--- config.mk ---
export PLATFORM = sky130hd
export DESIGN_NAME = ex_stage
export DESIGN_NICKNAME = d
export VERILOG_FILES = /design/src/source/mips_pkg.sv /design/src/source/ex_stage.sv
export SDC_FILE = /design/constraint.sdc
export NUM_CORES = 1
export LEC_CHECK = 0
export ABC_AREA = 1
export BUFFER_PORTS_ARGS = -buffer_cell sky130_fd_sc_hd__buf_2
export CAP_MARGIN = 20
export CORE_ASPECT_RATIO = 2
export CORE_MARGIN = 5
export CORE_UTILIZATION = 51
export CTS_BUF_LIST = sky130_fd_sc_hd__clkbuf_4 sky130_fd_sc_hd__clkbuf_8
export DETAILED_ROUTE_END_ITERATION = 7
export PLACE_DENSITY = 0.88
export REMOVE_ABC_BUFFERS = 1
export SYNTH_ARGS = -nofsm -noshare
export SYNTH_HDL_FRONTEND = slang
export SYNTH_SLANG_ARGS = --single-unit
--- constraint.sdc ---
create_clock -name clk -period 3 [get_ports clk]
set_input_delay 0.6 -clock clk [delete_from_list [all_inputs] [get_ports clk]]
set_output_delay 0.6 -clock clk [all_outputs]
set_load 0.01 [all_outputs]
--- src/source/mips_pkg.sv ---
package mips_pkg;

  // Primary opcodes
  localparam logic [5:0] OP_RTYPE = 6'h00;
  localparam logic [5:0] OP_ADDI  = 6'h08;
  localparam logic [5:0] OP_LW    = 6'h23;
  localparam logic [5:0] OP_SW    = 6'h2b;

  // R-type function codes
  localparam logic [5:0] FN_ADD = 6'h20;
  localparam logic [5:0] FN_SUB = 6'h22;
  localparam logic [5:0] FN_AND = 6'h24;
  localparam logic [5:0] FN_OR  = 6'h25;
  localparam logic [5:0] FN_SLT = 6'h2a;

  // alu_op from the decoder
  localparam logic [1:0] ALUOP_ADD   = 2'b00; // Address calc and addi
  localparam logic [1:0] ALUOP_FUNCT = 2'b10; // Operation taken from funct

  // Operation actually performed by the ALU
  typedef enum logic [2:0] {
    ALU_ADD,
    ALU_SUB,
    ALU_AND,
    ALU_OR,
    ALU_SLT
  } alu_ctl_e;

  typedef struct packed {
    logic [5:0] opcode;
    logic [4:0] rs;
    logic [4:0] rt;
    logic [4:0] rd;
    logic [4:0] shamt;
    logic [5:0] funct;
  } r_fmt_t;

  typedef struct packed {
    logic [5:0]  opcode;
    logic [4:0]  rs;
    logic [4:0]  rt;
    logic [15:0] imm;
  } i_fmt_t;

  // One instruction word, R and I views
  typedef union packed {
    r_fmt_t r;
    i_fmt_t i;
  } instr_u;

  typedef struct packed {
    logic       alu_src;    // Second operand is the immediate
    logic [1:0] alu_op;
    logic       reg_dst;    // Destination is rd, else rt
    logic       reg_write;
    logic       mem_read;
    logic       mem_write;
    logic       mem_to_reg;
  } ctrl_t;

  typedef struct packed {
    logic [31:0] pc;
    instr_u      instr;
  } if_id_t;

  typedef struct packed {
    ctrl_t       ctrl;
    logic [31:0] read_data_1;
    logic [31:0] read_data_2;
    logic [31:0] sign_extended_imm;
    logic [4:0]  rt;
    logic [4:0]  rd;
    logic [5:0]  funct;
  } id_ex_t;

  typedef struct packed {
    ctrl_t       ctrl;
    logic [31:0] alu_result;
    logic [31:0] write_data;     // Store data for sw
    logic [4:0]  write_register;
  } ex_mem_t;

  // Write-back bus back to the register file
  typedef struct packed {
    logic        reg_write;
    logic [4:0]  write_register;
    logic [31:0] write_data;
  } wb_t;

endpackage

--- src/source/ex_stage.sv ---
`timescale 1ns/1ps

module ex_stage import mips_pkg::*; (
  input  logic    clk,
  input  logic    i_rst_n,
  input  id_ex_t  i_id_ex,
  output ex_mem_t o_ex_mem
);

  alu_ctl_e    alu_ctl;
  logic        funct_ok;
  logic [31:0] op_a;
  logic [31:0] op_b;
  logic [31:0] alu_result;
  logic [4:0]  dest;
  ex_mem_t     ex_mem_d;

  // ALU control
  always_comb begin
    alu_ctl  = ALU_ADD;
    funct_ok = 1'b1;
    if (i_id_ex.ctrl.alu_op == ALUOP_FUNCT) begin
      case (i_id_ex.funct)
        FN_ADD:  alu_ctl = ALU_ADD;
        FN_SUB:  alu_ctl = ALU_SUB;
        FN_AND:  alu_ctl = ALU_AND;
        FN_OR:   alu_ctl = ALU_OR;
        FN_SLT:  alu_ctl = ALU_SLT;
        default: funct_ok = 1'b0; // Also catches the all-zero word
      endcase
    end
  end

  assign op_a = i_id_ex.read_data_1;
  assign op_b = i_id_ex.ctrl.alu_src ? i_id_ex.sign_extended_imm : i_id_ex.read_data_2;

  always_comb begin
    case (alu_ctl)
      ALU_ADD: alu_result = op_a + op_b;
      ALU_SUB: alu_result = op_a - op_b;
      ALU_AND: alu_result = op_a & op_b;
      ALU_OR:  alu_result = op_a | op_b;
      ALU_SLT: alu_result = {31'd0, $signed(op_a) < $signed(op_b)};
      default: alu_result = op_a + op_b;
    endcase
  end

  assign dest = i_id_ex.ctrl.reg_dst ? i_id_ex.rd : i_id_ex.rt;

  always_comb begin
    ex_mem_d.ctrl           = i_id_ex.ctrl;
    // Drop writes for bad funct and for r0
    ex_mem_d.ctrl.reg_write = i_id_ex.ctrl.reg_write && funct_ok && (dest != 5'd0);
    ex_mem_d.alu_result     = alu_result;
    ex_mem_d.write_data     = i_id_ex.read_data_2;
    ex_mem_d.write_register = dest;
  end

  // EX/MEM latch
  always_ff @(posedge clk) begin
    o_ex_mem <= ex_mem_d;
    if (!i_rst_n) begin
      o_ex_mem.ctrl <= '0;
    end
  end

endmodule

==> impl_metrics.ini <==
[outcome]
outcome = finished clean

[worst_setup_path]
cp_data_required_time_ps = 3250
cp-end-kind = flip-flop
max_stage_delay_ps = 440
crit_fanout = 22
worst_path_dominant_cell_family = simple AND/OR/NAND/NOR gates
cp_cell_sequence = buf_2 > buf_12 > nand2_1 > o21ai_1 > inv_1 > ha_1 > fa_1 > inv_1 > nand2_1 > nand2_1 > nand3_1 > nand2_2 > nand2_1 > nand2_2 > nand2_1 > nand2_1 > nand2_1 > nand3_1 > nand3b_1
crit_type = in -> reg
cp_num_buf_inv = 4
worst-path-stages = 19
crit_path_frequent_cell = nand2_1
startpoint_type = input pin
crit_arrival_ps = 3080
crit_path_top_delay_cell = fa_1

[floorplanning]
die_area_mm2 = 0.0193
die_w_um = 101
rows = 66
pin_count = 199
dieHeight_um = 192
start_util = 0.517
core_area_mm2 = 0.0163

[flow_run]
max-cap-violations = 0

[logic_synthesis]
yosys_warnings = 0
synth_cell_type_count = 41
ys_seq_elements = 77
syn_inst = 1405
synth-compound-area-share = 0.129
synthTopCellsByArea = dfxtp_1, nand2_1, ha_1, inv_1, nand3_1
ys_seq_area_frac = 0.183
synth_top_area_cell = dfxtp_1
synth_fa_ha_area_frac = 0.170
muxShareOfSynthArea = 0.00268
synth_area_per_cell_um2 = 5.98
synth-xor-area-share = 0.0167
synthSimpleGateAreaFrac = 0.335
synth_top_area_frac = 0.183
synth_top_family_by_area = simple AND/OR/NAND/NOR gates
syn_area_mm2 = 0.00840

[layout]
diodes = 0
finalInstanceArea_mm2 = 0.0113
reg_top3 = o_ex_mem (77)
drive_gt1_frac = 0.257
largest_reg_flops = 77
final_cell_mix = nand2_1, inv_1, buf_4, buf_2, ha_1
area_delta_synth_final_pct = 34.9
largest_register = o_ex_mem
layout_commonest_cell = nand2_1
fillers = 1498
nets = 2031

[global_route]
first_global_vias = 11000
grt_use_total = 0.379
grt_pass1_wl_um = 54800
overflow = 0
grt_start_max_net_pins = 28
antenna_found_initial = 0

[timing]
hold_viol_final = 0
whs_ps = 313
worst_slew_margin_rel = 0.560
final.setup.tns_ps = 0
drv_slew = 0
finalCritPeriodShare = 0.943
setup_violations = 0
period_minus_slack_ps = 2830
worst_pin_slew_ps = 653
rsz0062_at_grt = false
max_freq_ghz = 0.353

[clock_tree]
cts_buffers = 9
clk_pin_slew_worst_paths_ps = 110
clock_path_buffers = 2
cts_sinks = 77
cts_tree = yes
h-tree-depth = 3
clockRootBuffer = clkbuf_8

[detailed_routing]
drt-initial-drc-count = 511
ant_nets = 0
drc = 0
first_pass_iters = 5
num_vias = 10500
wl_per_cell_um = 18.4
wl_um = 36800
vias_per_cell = 5.24

[placed_design]
hpwl_um = 31600
gp_congestion = 1.04
io_buffer_count = 198
dpl_cell_area_mm2 = 0.0111

[power]
leakage_nw = 6.85
power_density_mw_per_mm2 = 397
vdd_ir_drop_max_mv = 0.252

[hold_path]
worstHoldPathCells = 1
min_path_type = in -> reg
## cells by family (layout without fill, tap and decap cells)
| group | count (synthesis) | after routing |
|---|---|---|
| adders and majority gates | 113 | 113 |
| and+or+nand+nor | 657 | 657 |
| AOI/OAI and AO/OA | 193 | 193 |
| buffers and inverters | 347 | 743 |
| DFF | 77 | 77 |
| muxes | 2 | 2 |
| xor gates and xnor gates | 16 | 16 |
## area by class of cell
type | count | area (um2) | area share
Clock inverter | 7 | 103 | 0.00905
Inverter | 319 | 1200 | 0.106
Multi-Input combinational cell | 981 | 5500 | 0.486
Tap cell | 204 | 255 | 0.0225
Timing Repair Buffer | 408 | 2610 | 0.230
Clock buffer | 9 | 124 | 0.0109
Sequential cell | 77 | 1540 | 0.136
## cell usage after synthesis
master / number
a211oi_1: 1
a21o_1: 1
a21oi_1: 70
buf_12: 1
buf_2: 13
buf_4: 1
buf_6: 3
clkbuf_1: 9
clkbuf_2: 1
dfxtp_1: 77
fa_1: 2
ha_1: 111
inv_1: 312
inv_2: 6
inv_6: 1
mux2_2: 2
nand2_1: 389
nand2_2: 5
nand2_4: 1
nand3_1: 100
nand3_2: 5
nand3b_1: 9
nand3b_4: 1
nand4_1: 18
nor2_1: 97
nor2_2: 3
nor2_4: 2
nor3_1: 16
nor3_4: 1
nor4_1: 2
o2111ai_1: 2
o2111ai_2: 4
o21ai_0: 80
o21ai_1: 2
o21ai_2: 2
o21bai_1: 16
o22ai_1: 15
or2_0: 5
or2_2: 3
xnor2_1: 4
xor2_1: 12
## final timing paths
check | startpoint | endpoint | slack, ps
setup / recovery | i_id_ex[119] | o_ex_mem[61] | 170
hold / removal | i_id_ex[76] | o_ex_mem[33] | 310
## per-stage QoR
| stage | setup WS [ps] | power, mW | util | std cells |
|---|---|---|---|---|
| finish | 171 | 4.49 | 0.697 | 2005 |
| global route | 2.02 | 4.74 | 0.697 | 2005 |
| CTS | 32.6 | 4.45 | 0.696 | 2004 |
| detailed placement | -371 | 3.48 | 0.682 | 1988 |
| global placement | -291 | 3.44 | 0.682 | 1988 |
| floorplan | 552 | 2.32 | - | 1377 |
## what timing repair did
action | CTS | global route
resized for setup | 0 | 5
buffers inserted | 0 | 1
hold buffers | 0 | 0
setup endpoints to repair | 0 | 7
## power breakdown
group | internal [mW] | total [mW] | leakage [nW] | switching (mW)
combinational | 0.960 | 2.29 | 6.08 | 1.33
sequential | 1.16 | 1.22 | 0.649 | 0.0552
clock | 0.483 | 0.981 | 0.117 | 0.498
## layer usage
layer / up-vias / global-route usage / share of wire
met2: 449 / 0.723 / 0.54
met3: 236 / 0.0482 / 0.043
met4: 0 / 0.422 / 0.13
li1: 5123 / - / -
met5: - / 0 / 0
met1: 4707 / 0.291 / 0.29
(Power assumes the default switching activity.)
