**config.mk**
```make
export PLATFORM = sky130hd
export DESIGN_NAME = if_stage
export DESIGN_NICKNAME = d
export VERILOG_FILES = /design/src/source/mips_pkg.sv /design/src/source/if_stage.sv
export SDC_FILE = /design/constraint.sdc
export NUM_CORES = 2
export LEC_CHECK = 0
export BUFFER_PORTS_ARGS = -buffer_cell sky130_fd_sc_hd__buf_2
export CAP_MARGIN = 0
export CELL_PAD_IN_SITES_DETAIL_PLACEMENT = 0
export CELL_PAD_IN_SITES_GLOBAL_PLACEMENT = 2
export CORE_MARGIN = 1
export CORE_UTILIZATION = 46
export DETAILED_ROUTE_END_ITERATION = 16
export GPL_ROUTABILITY_DRIVEN = 0
export MAX_ROUTING_LAYER = met4
export PLACE_DENSITY_LB_ADDON = 0.1
export SLEW_MARGIN = 40
export SYNTH_ARGS = -nofsm -noshare
export SYNTH_HDL_FRONTEND = slang
export SYNTH_SLANG_ARGS = --single-unit
```
**constraint.sdc**
```tcl
create_clock -name clk -period 3.8 [get_ports clk]
set_input_delay 0.57 -clock clk [delete_from_list [all_inputs] [get_ports clk]]
set_output_delay 0.57 -clock clk [all_outputs]
set_load 0.03 [all_outputs]
```
**src/source/mips_pkg.sv**
```systemverilog
package mips_pkg;

  // Primary opcodes
  localparam logic [5:0] OP_RTYPE = 6'h00;
  localparam logic [5:0] OP_ADDI  = 6'h08;
  localparam logic [5:0] OP_LW    = 6'h23;
  localparam logic [5:0] OP_SW    = 6'h2b;

  // R-type function codes
  localparam logic [5:0] FN_ADD = 6'h20;
  localparam logic [5:0] FN_SUB = 6'h22;
  localparam logic [5:0] FN_AND = 6'h24;
  localparam logic [5:0] FN_OR  = 6'h25;
  localparam logic [5:0] FN_SLT = 6'h2a;

  // alu_op from the decoder
  localparam logic [1:0] ALUOP_ADD   = 2'b00; // Address calc and addi
  localparam logic [1:0] ALUOP_FUNCT = 2'b10; // Operation taken from funct

  // Operation actually performed by the ALU
  typedef enum logic [2:0] {
    ALU_ADD,
    ALU_SUB,
    ALU_AND,
    ALU_OR,
    ALU_SLT
  } alu_ctl_e;

  typedef struct packed {
    logic [5:0] opcode;
    logic [4:0] rs;
    logic [4:0] rt;
    logic [4:0] rd;
    logic [4:0] shamt;
    logic [5:0] funct;
  } r_fmt_t;

  typedef struct packed {
    logic [5:0]  opcode;
    logic [4:0]  rs;
    logic [4:0]  rt;
    logic [15:0] imm;
  } i_fmt_t;

  // One instruction word, R and I views
  typedef union packed {
    r_fmt_t r;
    i_fmt_t i;
  } instr_u;

  typedef struct packed {
    logic       alu_src;    // Second operand is the immediate
    logic [1:0] alu_op;
    logic       reg_dst;    // Destination is rd, else rt
    logic       reg_write;
    logic       mem_read;
    logic       mem_write;
    logic       mem_to_reg;
  } ctrl_t;

  typedef struct packed {
    logic [31:0] pc;
    instr_u      instr;
  } if_id_t;

  typedef struct packed {
    ctrl_t       ctrl;
    logic [31:0] read_data_1;
    logic [31:0] read_data_2;
    logic [31:0] sign_extended_imm;
    logic [4:0]  rt;
    logic [4:0]  rd;
    logic [5:0]  funct;
  } id_ex_t;

  typedef struct packed {
    ctrl_t       ctrl;
    logic [31:0] alu_result;
    logic [31:0] write_data;     // Store data for sw
    logic [4:0]  write_register;
  } ex_mem_t;

  // Write-back bus back to the register file
  typedef struct packed {
    logic        reg_write;
    logic [4:0]  write_register;
    logic [31:0] write_data;
  } wb_t;

endpackage

```
**src/source/if_stage.sv**
```systemverilog
`timescale 1ns/1ps

module if_stage import mips_pkg::*; #(
  parameter int IMEM_DEPTH = 64
) (
  input  logic                          clk,
  input  logic                          i_rst_n,
  input  logic                          i_imem_we,
  input  logic [$clog2(IMEM_DEPTH)-1:0] i_imem_addr,
  input  logic [31:0]                   i_imem_data,
  output if_id_t                        o_if_id
);

  localparam int AW = $clog2(IMEM_DEPTH);

  logic [31:0] imem [IMEM_DEPTH];
  logic [31:0] pc;
  logic [31:0] pc_plus_4;

  // Empty memory reads as nop
  initial begin
    for (int w = 0; w < IMEM_DEPTH; w++) begin
      imem[w] = '0;
    end
  end

  // Load port, used while the core is held in reset
  always_ff @(posedge clk) begin
    if (i_imem_we) begin
      imem[i_imem_addr] <= i_imem_data;
    end
  end

  assign pc_plus_4 = pc + 32'd4;

  always_ff @(posedge clk) begin
    if (!i_rst_n) begin
      pc <= '0;
    end else begin
      pc <= pc_plus_4; // No branches, straight-line fetch
    end
  end

  // IF/ID latch
  always_ff @(posedge clk) begin
    o_if_id.pc    <= pc_plus_4;
    o_if_id.instr <= imem[pc[AW+1:2]]; // Word index wraps with depth
    if (!i_rst_n) begin
      o_if_id.instr <= '0;
    end
  end

endmodule

```
==> flow_summary.toml <==
[run_status]
outcome = "completed"

[floorplan]
dieWidth_microns = 420.0
coreArea_sq_um = 173600
initial_core_util_pct = 46.29
num_rows = 153
die_area_sq_um = 176400
boundaryPins = 105
die_h_microns = 420.0

[route]
drt_wl_total_microns = 224500
drt-vias-per-instance = 6.169
drt_iter0_drc = 4612
drcViolationCount = 0
routed-via-count = 39639
ant_nets = 0
routedWlPerCell_microns = 34.94
dr.pass1.iters = 5

[worst_hold_path]
holdPathStages = 1
worstHoldStart = "i_imem_data[29]"
holdPathEnd = "imem[20][29]"
hold_class = "in -> reg"

[sta]
finalSetupViolations = 0
final_hold_viol_count = 0
relSlewSlack_pct = 38.14
rsz0062_at_grt = "no"
fin_crit_sh_pct = 89.10
worst_pin_slew_ps = 927.9
finalMaxSlewViolations = 0
clock.fmax_ghz = 0.2954
period_minus_slack_ps = 3386
fin_skew_ps = 32.35
fin_setup_tns_ps = 0
whs_ps = 128.9

[power]
netSwitchingPower_w = 0.01065
p_leak_nw = 29.19
p_per_area_nw_per_um2 = 533.9
share_comb_of_total_power_pct = 5.8
swShare_pct = 21.53
p_seq_share_pct = 52.8
p_int_w = 0.03880
ir_drop_v = 0.0005034
clockPowerShare_pct = 41.4

[logic_synthesis]
avgSynthCellArea_sq_um = 22.76
synth-seq-cells = 2140
yosys_warnings = 0
synth_edf_count = 2048
netlist.area_leader.share_pct = 76.52
synth_area_leaders = "edfxtp_1 (77%), mux4_2 (14%), dfxtp_1 (2.3%)"
synth_ff_type = "edfxtp_1"
synthCells = 3531
synthArstFlopShare_pct = 0
syn-cell-area_sq_um = 80370
synth_area_leader_cell = "edfxtp_1"
yosys.cell_types.count = 47
ys_seq_area_share_pct = 78.81

[global_route]
grtUsageTotal_pct = 26.60
grt_pass1_vias = 40504
grt_max_degree = 82
grt-ovfl-total = 0
antenna_found_initial = 17
grt_pass1_wl_microns = 313800

[place]
io_buffers = 102
place_area_sq_um = 85770
post-place-cells = 6010
hpwl_microns = 130600

[cts]
cts_tree = "yes"
cts.sinks = 2140
insertion_delay_ps = 850
htreeDepth = 4
cts_setup_buffers = 0
clockRootBuffer = "clkbuf_16"
ctsLongestPathBuffers = 3
clkTransAtPathRegs_ps = 60
cts_buffers = 216

[finish]
syn2layout_area_growth_pct = 15.24
seqCellArea_sq_um = 63350
nNetsFinal = 3947
fillers = 13307
multiInputGateArea_sq_um = 16520
final_cell_area_sq_um = 92620
finalNonFillerCells = 6426
drive_gt1_share_pct = 29.77
final_util_pct = 53.34

[critical_path]
crit_top_cell = "buf_12"
worstSetupPathType = "reg -> reg"
cp_slowest_cell = "o31ai_1"
reg2reg_from = "pc[2]"
worst-r2r-cell-count = 7
startpoint_type = "flip-flop"
critPathRequiredTime_ps = 4510
path_max_fanout = 61
max_stage_delay_ps = 720
cp_cell_sequence = "buf_12 -> buf_12 -> mux4_2 -> mux2i_1 -> o22ai_1 -> o31ai_1 -> nor2_1"
cp.arrival_ps = 4090
r2r_end = "o_if_id[24]"
reg2reg_slack_ps = 410
cp-end-kind = "flip-flop"

[flow_run]
maxCapViolations = 0
-- cell usage in the layout, fill, tap and decap left out, types with 4 or more instances in the layout --
| cell | synthesis | routed |
|---|---|---|
| clkbuf_16 | 0 | 217 |
| buf_12 | 0 | 39 |
| buf_4 | 20 | 239 |
| nand2_1 | 17 | 16 |
| buf_2 | 55 | 85 |
| diode_2 | 0 | 6 |
| clkinv_2 | 0 | 28 |
| a22o_1 | 56 | 56 |
| xor2_1 | 5 | 5 |
| inv_1 | 5 | 4 |
| inv_16 | 0 | 4 |
| edfxtp_1 | 2048 | 2048 |
| nor2b_1 | 7 | 4 |
| clkinv_1 | 0 | 42 |
| nand3_1 | 17 | 15 |
| mux2i_1 | 104 | 104 |
| mux4_2 | 484 | 484 |
| xnor2_1 | 23 | 23 |
| clkbuf_1 | 104 | 81 |
| a22oi_1 | 64 | 64 |
| bufinv_16 | 0 | 14 |
| o22ai_1 | 6 | 6 |
| dfxtp_1 | 92 | 87 |
| a221oi_1 | 86 | 86 |
| nor2_4 | 0 | 63 |
| o211a_1 | 28 | 28 |
| and3_1 | 4 | 4 |
| clkbuf_8 | 0 | 7 |
| nand4_1 | 11 | 11 |
| nand2b_1 | 4 | 4 |
| o21ai_0 | 88 | 82 |
| a21oi_1 | 5 | 5 |
| inv_6 | 0 | 10 |
| o21ai_1 | 1 | 7 |
| o2111ai_1 | 28 | 28 |
| nor2_1 | 78 | 14 |
| and2_1 | 34 | 33 |
| nor3_1 | 6 | 4 |
-- cells in the mapped netlist (all sizes together), types with 2 or more instances --
library cell,number
edfxtp,2048
mux4,484
buf,105
clkbuf,104
mux2i,104
dfxtp,92
o21ai,89
a221oi,86
nor2,78
a22oi,64
a22o,56
and2,34
o2111ai,28
o211a,28
xnor2,23
nand3,18
nand2,17
nand4,11
nor2b,7
nor3,6
o22ai,6
a21oi,5
inv,5
xor2,5
and3,4
nand2b,4
nor4,3
nand3b,2
o221ai,2
or3,2
-- worst max-delay path: cells and delay by family (launching register included) --
family          cells  cell delay (ps)
compound gates      2              870
buf+inv             2              740
simple gates        1               90
flops               1              600
mux                 2              860
-- power by group through the flow --
stage / Sequential, W / Combinational [W] / Clock, W
6_report: 0.0261 / 0.00285 / 0.0205
5_1_grt: 0.0261 / 0.00301 / 0.0217
4_1_cts: 0.0261 / 0.00288 / 0.0208
3_5_place_dp: 0.0266 / 0.00287 / 0
3_3_place_gp: 0.0266 / 0.00281 / 0
2_1_floorplan: 0.0266 / 0.00155 / 0
-- worst max path at each step --
stage                         startpoint          end  slack, ps  cells after the start
after floorplan           i_imem_addr[5]  imem[49][0]         80                      5
after global placement             pc[4]  o_if_id[17]        360                      7
after detailed placement           pc[4]  o_if_id[17]        400                      7
after CTS                          pc[4]  o_if_id[17]        380                      7
after global routing               pc[2]  o_if_id[24]        370                      7
final                              pc[2]  o_if_id[24]        410                      7
-- repair_timing --
action	in CTS	in global routing
gates resized for setup	0	0
endpoints found under the hold margin	1	0
hold buffers	1	0
-- sequential cells by signal, indices dropped and copies added (netlist names) --
register and count:
o_if_id 62, pc 30, imem 2048
-- metrics by stage --
| step | total power, W | setup slack (ps) |
|---|---|---|
| detailed placement | 0.02949 | 398.7 |
| global route | 0.05085 | 366.9 |
| floorplan | 0.02818 | 75.70 |
| global placement | 0.02942 | 357.8 |
| CTS | 0.04985 | 378.4 |
| finish | 0.04945 | 414.2 |
-- cell families (layout without fill, tap and decap cells) --
family / Yosys count / after routing / synth area share, %
AOI/OAI and AO/OA: 368 / 368 / 3.493
xor gates and xnor gates: 28 / 28 / 0.3051
adders and majority gates: 1 / 1 / 0.01556
buffers and inverters: 214 / 777 / 1.309
DFF: 2140 / 2140 / 78.81
muxes: 588 / 588 / 14.86
other: 1 / 8 / 0.004666
and+or+nand+nor: 191 / 191 / 1.208
-- routing by layer --
| layer | vias up | track usage [%] | wire length (microns) |
|---|---|---|---|
| li1 | 15887 | - | - |
| met1 | 21836 | 37.16 | 94530 |
| met2 | 1636 | 41.83 | 110300 |
| met3 | 280 | 3.736 | 15220 |
| met4 | 0 | 6.093 | 4445 |
| met5 | - | - | 0 |
-- final cells by class --
type	instances	share of cell area, %
clock inverter	103	1.032
clock buffer	305	6.295
timing repair buffer	364	3.250
multi-input combinational	1178	17.84
sequential	2140	68.40
antenna	6	0.01621
tap	2325	3.141
inverter	5	0.02297
Power figures use the tool's default switching activity.
